--- src/design/mipsPkg.sv ---
/* MIPS core shared definitions */
package mipsPkg;

	// Word size of registers, ALU and instructions
	localparam int dataWidth = 32;
	// Register index width, 32 registers
	localparam int regAddrWidth = 5;

	// Instruction memory size in words
	localparam int memoryDepth = 512;
	// Word address bits for the instruction memory
	localparam int pcWidth = $clog2(memoryDepth);

	// Primary opcodes, instr[31:26]
	localparam logic [5:0] opRType = 6'h00;
	localparam logic [5:0] opBeq = 6'h04;
	localparam logic [5:0] opBne = 6'h05;
	localparam logic [5:0] opAddi = 6'h08;
	localparam logic [5:0] opOri = 6'h0d;

	// R-type funct field, instr[5:0]
	localparam logic [5:0] fnAdd = 6'h20;
	localparam logic [5:0] fnSub = 6'h22;
	localparam logic [5:0] fnAnd = 6'h24;
	localparam logic [5:0] fnOr = 6'h25;
	localparam logic [5:0] fnNor = 6'h27;

	// Register word and register index
	typedef logic [dataWidth-1:0] regT;
	typedef logic [regAddrWidth-1:0] regAddrT;

	// ALU operation selected in decode
	typedef enum logic [2:0] {
		aluAdd = 3'd0,
		aluSub = 3'd1,
		aluAnd = 3'd2,
		aluOr = 3'd3,
		aluNor = 3'd4
	} aluOpE;

endpackage

--- src/design/aluUnit.sv ---
/* Integer ALU */
module aluUnit (
	input  mipsPkg::aluOpE aluOp,
	input  mipsPkg::regT opA,
	input  mipsPkg::regT opB,
	output mipsPkg::regT result
);

	// Single cycle, no flags
	// overflow on add and sub wraps
	always_comb begin
		case (aluOp)
			mipsPkg::aluAdd: begin
				result = opA + opB;
			end
			mipsPkg::aluSub: begin
				result = opA - opB;
			end
			mipsPkg::aluAnd: begin
				result = opA & opB;
			end
			// Also ori with the zero extended immediate
			mipsPkg::aluOr: begin
				result = opA | opB;
			end
			mipsPkg::aluNor: begin
				result = ~(opA | opB);
			end
			default: begin
				result = '0;
			end
		endcase
	end

endmodule

--- src/design/branchUnit.sv ---
/* Branch resolution */
module branchUnit (
	input  logic isBeq,
	input  logic isBne,
	input  mipsPkg::regT opA,
	input  mipsPkg::regT opB,
	input  mipsPkg::regT pcPlus4,
	input  mipsPkg::regT imm,
	output logic taken,
	output mipsPkg::regT target
);

	logic equal;

	// Operands arrive already forwarded
	assign equal = (opA == opB);

	// beq on equal, bne on not equal
	assign taken = (isBeq && equal) || (isBne && !equal);

	// Word offset relative to the next instruction
	assign target = pcPlus4 + {imm[mipsPkg::dataWidth-3:0], 2'b00};

endmodule

--- src/design/executeStage.sv ---
/* Execute stage with writeback register */
module executeStage (
	input  logic clk,
	input  logic arstN,
	input  logic run,
	input  logic decValid,
	input  mipsPkg::regT rsData,
	input  mipsPkg::regT rtData,
	input  mipsPkg::regAddrT rsAddr,
	input  mipsPkg::regAddrT rtAddr,
	input  mipsPkg::regT imm,
	input  mipsPkg::regAddrT destAddr,
	input  mipsPkg::aluOpE aluOp,
	input  logic aluSrc,
	input  logic regWrite,
	input  logic isBeq,
	input  logic isBne,
	input  mipsPkg::regT pcPlus4,
	output logic wbValid,
	output mipsPkg::regAddrT wbAddr,
	output mipsPkg::regT wbData,
	output logic redirect,
	output mipsPkg::regT redirectPc,
	output mipsPkg::regT aluResult
);

	mipsPkg::regT fwdA;
	mipsPkg::regT fwdB;
	mipsPkg::regT aluB;
	mipsPkg::regT aluOut;
	mipsPkg::regT brTarget;
	logic brTaken;
	logic live;

	// Result of the previous instruction still in the writeback register
	assign fwdA = (wbValid && wbAddr == rsAddr) ? wbData : rsData;
	assign fwdB = (wbValid && wbAddr == rtAddr) ? wbData : rtData;
	// Immediate for addi and ori
	assign aluB = aluSrc ? imm : fwdB;

	aluUnit i_aluUnit (
		.aluOp(aluOp),
		.opA(fwdA),
		.opB(aluB),
		.result(aluOut)
	);

	branchUnit i_branchUnit (
		.isBeq(isBeq),
		.isBne(isBne),
		.opA(fwdA),
		.opB(fwdB),
		.pcPlus4(pcPlus4),
		.imm(imm),
		.taken(brTaken),
		.target(brTarget)
	);

	// Instruction right behind a taken branch is squashed here
	assign live = decValid && !redirect;

	// Writeback and redirect valids
	always_ff @(posedge clk or negedge arstN) begin
		if (!arstN) begin
			wbValid <= 1'b0;
			redirect <= 1'b0;
			aluResult <= '0;
		end else if (!run) begin
			wbValid <= 1'b0;
			redirect <= 1'b0;
		end else begin
			wbValid <= live && regWrite;
			redirect <= live && brTaken;
			// Holds the last executed result across bubbles
			if (live) begin
				aluResult <= aluOut;
			end
		end
	end

	// Writeback and redirect payload
	always_ff @(posedge clk) begin
		wbAddr <= destAddr;
		wbData <= aluOut;
		redirectPc <= brTarget;
	end

	// Branches never write a register
	aBranchNoWrite: assert property (
		@(posedge clk) disable iff (!arstN) redirect |-> !wbValid
	);

endmodule

--- config.mk ---
export PLATFORM = sky130hd
export DESIGN_NAME = executeStage
export DESIGN_NICKNAME = d
export VERILOG_FILES = /design/src/design/mipsPkg.sv /design/src/design/aluUnit.sv /design/src/design/branchUnit.sv /design/src/design/executeStage.sv
export SDC_FILE = /design/constraint.sdc
export NUM_CORES = 1
export LEC_CHECK = 0
export BUFFER_PORTS_ARGS = -buffer_cell sky130_fd_sc_hd__buf_4
export CORE_MARGIN = 5
export CORE_UTILIZATION = 55
export DETAILED_ROUTE_END_ITERATION = 12
export GPL_ROUTABILITY_DRIVEN = 1
export PLACE_DENSITY = 0.83
export RECOVER_POWER = 25
export SETUP_SLACK_MARGIN = 0.02
export SYNTH_ARGS = -nofsm -noshare
export SYNTH_HDL_FRONTEND = slang
export SYNTH_SLANG_ARGS = --single-unit
--- constraint.sdc ---
create_clock -name clk -period 10 [get_ports clk]
set_input_delay 2 -clock clk [delete_from_list [all_inputs] [get_ports clk]]
set_output_delay 2 -clock clk [all_outputs]
set_load 0.005 [all_outputs]
==> reports/metrics.yaml <==
diodes: 0
switching_share_pct: 37.86
wl_per_cell_um: 22.59
critPathKind: "primary input to register"
via_per_inst: 6.310
fin_util_pct: 69.16
place_congestion: 1.004
die_area_um2: 20480
maxSlewViolCount: 73
cts_sinks: 103
antenna_found_initial: 0
path_clk_slew_ns: 0.08
ir_drop_mv: 0.09744
numCtsBuffers: 9
status: "finished, violations left"
leakage_nw: 5.358
cp_slowest_stage_delay_ns: 0.49
overflow: 0
drv_cap: 2
synth_top_area_share_pct: 14.18
tightest_slew_ns: 2.163
vias: 10420
ys_seq_area_share_pct: 22.91
rsz0062_at_grt: "no"
layout-drive-gt1-share_pct: 25.44
synth-main-ff-cell: "dfxtp_1"
fin_nets: 1637
io_pins: 257
p_per_area_nw_per_um2: 139.4
fp.dieW_um: 143.1
yosysWarnings: 0
fin_skew_ns: 0.009917
grt_pass1_vias: 9788
rows: 48
cts_tree: "done"
cts_hold_buffers: 0
routed_wl_mm: 37.32
violations: "capacitance limit, slew limit"
p_switching_uw: 633.7
drt_pre_antenna_iters: 6
cts_root_buffer: "clkbuf_16"
power_frac_clock_pct: 22.1
finalCritPeriodShare_pct: 71.95
cts_setup_buffers: 0
fin_total_pwr_mw: 1.674
synth_area_leader_cell: "dfxtp_1"
clock_latency_ns: 0.36
ys_types: 88
combPwrFrac_pct: 44.8
relSlewSlack_pct: -44.18
grt_use_total_pct: 35.29
synthToLayoutAreaGrowth_pct: 23.19
netlist_instances: 1198
cp.buffers_inverters: 3
cp-end-kind: "register"
core_area_um2: 17360
grt_first_pass_wirelength_mm: 55.74
required_ns: 10.25
fin_hold_ws_ns: 0.4856
syn_area_per_cell_um2: 8.134
hp-class: "register to register"
synthTopCellsByArea: "dfxtp_1, dfrtp_1, ha_1"
cts_resized: 0
portBuffers: 256
fmax_mhz: 139.0
setup_violations: 0
cp-start-kind: "primary input"
crit_path_max_fanout: 43
htree_levels: 3
slowest_stage: "o41ai_1"
seqPwrFrac_pct: 33.1
start_util_pct: 56.14
syn_area_um2: 9744
fin_crit_ns: 7.195
arrival_ns: 7.44
grt_start_max_net_pins: 44
drc_errors: 0
postRouteAntennaNets: 0
die_h_um: 143.1
internal_power_mw: 1.040
syn_nets: 1413
critical_path.top_delay_family: "compound AO/OA/AOI/OAI gates"
synth-edff-count: 0
async_reset_ff_share_pct: 33.01
ys_ff_latch: 103
cts_buffer_depth: 2
dp_hpwl_mm: 29.71
drt_iter0_drc: 1227
path_cells: "buf_4 -> xor2_1 -> nor4_4 -> buf_4 -> and2_2 -> buf_4 -> mux2_2 -> mux2_2 -> xnor2_1 -> fa_1 -> nor2b_1 -> o21bai_1 -> a21boi_0 -> o21bai_1 -> a21oi_1 -> nor4_1 -> o41ai_1 -> xnor2_1 -> o221ai_1 -> mux2_2"
final_hold_viol_count: 0
tns_ns: 0
[area by class of cell]
cell class                 count  area (um2)
clock buffer                  13       271.5
clock inverter                 3       23.77
fill                        1483        5353
inverter                      41       153.9
multi-input combinational   1002        7067
sequential                   103        2232
tap                          225       281.5
timing repair buffer         265        1974
[metal layers]
metal  global-route usage, %  wire (um)  vias up
li1                        -          -     4845
met3                   8.707       4654       90
met5                       0          0        -
met2                   52.35      15900      638
met1                   49.90      15500     4851
met4                   12.46       1262        0
[registers in the layout, summed over array words and instances, names as in the netlist]
register and cells:
wbData 32, aluResult 32, wbValid 1, redirectPc 32, wbAddr 5, redirect 1
[stage by stage]
| stage | cell area [um2] | setup WS [ns] | instances |
|---|---|---|---|
| after floorplan | 9744 | 3.462 | 1198 |
| after global placement | 11720 | 2.606 | 1636 |
| after detailed placement | 11720 | 2.543 | 1636 |
| after CTS | 12020 | 2.909 | 1652 |
| after global routing | 12000 | 2.394 | 1652 |
| final | 12000 | 2.805 | 1652 |
[synthesized netlist by cell type, drive strengths merged, types with 35 or more instances]
cell and count:
o21ai 61, xor2 39, a21oi 78, inv 41, ha 59, xnor2 78
nor2 102, mux2 59, nand2 125, dfxtp 69, mux2i 40, clkbuf 35
[power by group through the flow]
stage	clock [mW]	combinational, mW	sequential, mW
floorplan	0	0.429	0.547
global placement	0	0.729	0.558
detailed placement	0	0.735	0.559
CTS	0.373	0.739	0.550
global route	0.387	0.812	0.561
finish	0.370	0.750	0.554
[cells in the final DEF (no fill, tap or decap), types with 13 or more instances in the layout]
cell      count
a211oi_1     13
a21o_1       28
a21oi_1      78
a31oi_1      23
and2_1       14
buf_4       240
clkbuf_4     21
dfrtp_1      34
dfxtp_1      69
ha_1         59
inv_1        41
maj3_1       16
mux2_2       59
mux2i_1      40
nand2_1     125
nand3_1      21
nand4_1      20
nor2_1      100
nor3_1       20
nor4_1       15
o21ai_0      59
xnor2_1      77
xor2_1       39
[final timing paths]
path,from,endpoint,cells after the start,slack (ns)
worst max-delay path,rtAddr[4],aluResult[26]$_DFFE_PN0P_,20,2.81
worst min-delay path,aluResult[2]$_DFFE_PN0P_,aluResult[2]$_DFFE_PN0P_,2,0.49
worst max register to register,wbAddr[4]$_DFF_P_,aluResult[26]$_DFFE_PN0P_,19,4.17
worst min register to register,aluResult[2]$_DFFE_PN0P_,aluResult[2]$_DFFE_PN0P_,2,0.49
max in group asynchronous,arstN,aluResult[24]$_DFFE_PN0P_,1,6.52
min in group asynchronous,arstN,aluResult[1]$_DFFE_PN0P_,1,2.25
[worst register-to-register path, cell delays in order, from the launching register on]
cell and delay [ns]:
dfxtp_1 0.35, xor2_1 0.21, nor4_4 0.30, buf_4 0.43, and2_2 0.40, buf_4 0.45, mux2_2 0.42, mux2_2 0.32
xnor2_1 0.18, fa_1 0.44, nor2b_1 0.16, o21bai_1 0.08, a21boi_0 0.25, o21bai_1 0.11, a21oi_1 0.35, nor4_1 0.17
o41ai_1 0.49, xnor2_1 0.18, o221ai_1 0.14, mux2_2 0.29
[cells by family (layout without fill, tap and decap cells)]
family | count (synthesis) | after routing | share of synthesized area, %
buffers and inverters | 93 | 322 | 4.648
AO/OA/AOI/OAI | 318 | 318 | 21.76
AND/OR/NAND/NOR | 391 | 391 | 19.53
multiplexers | 99 | 99 | 10.93
adder cells (fa/ha/maj) | 77 | 77 | 9.630
XOR/XNOR | 117 | 117 | 10.59
flip-flops | 103 | 103 | 22.91
No activity file was read; power rests on OpenSTA's default activity.
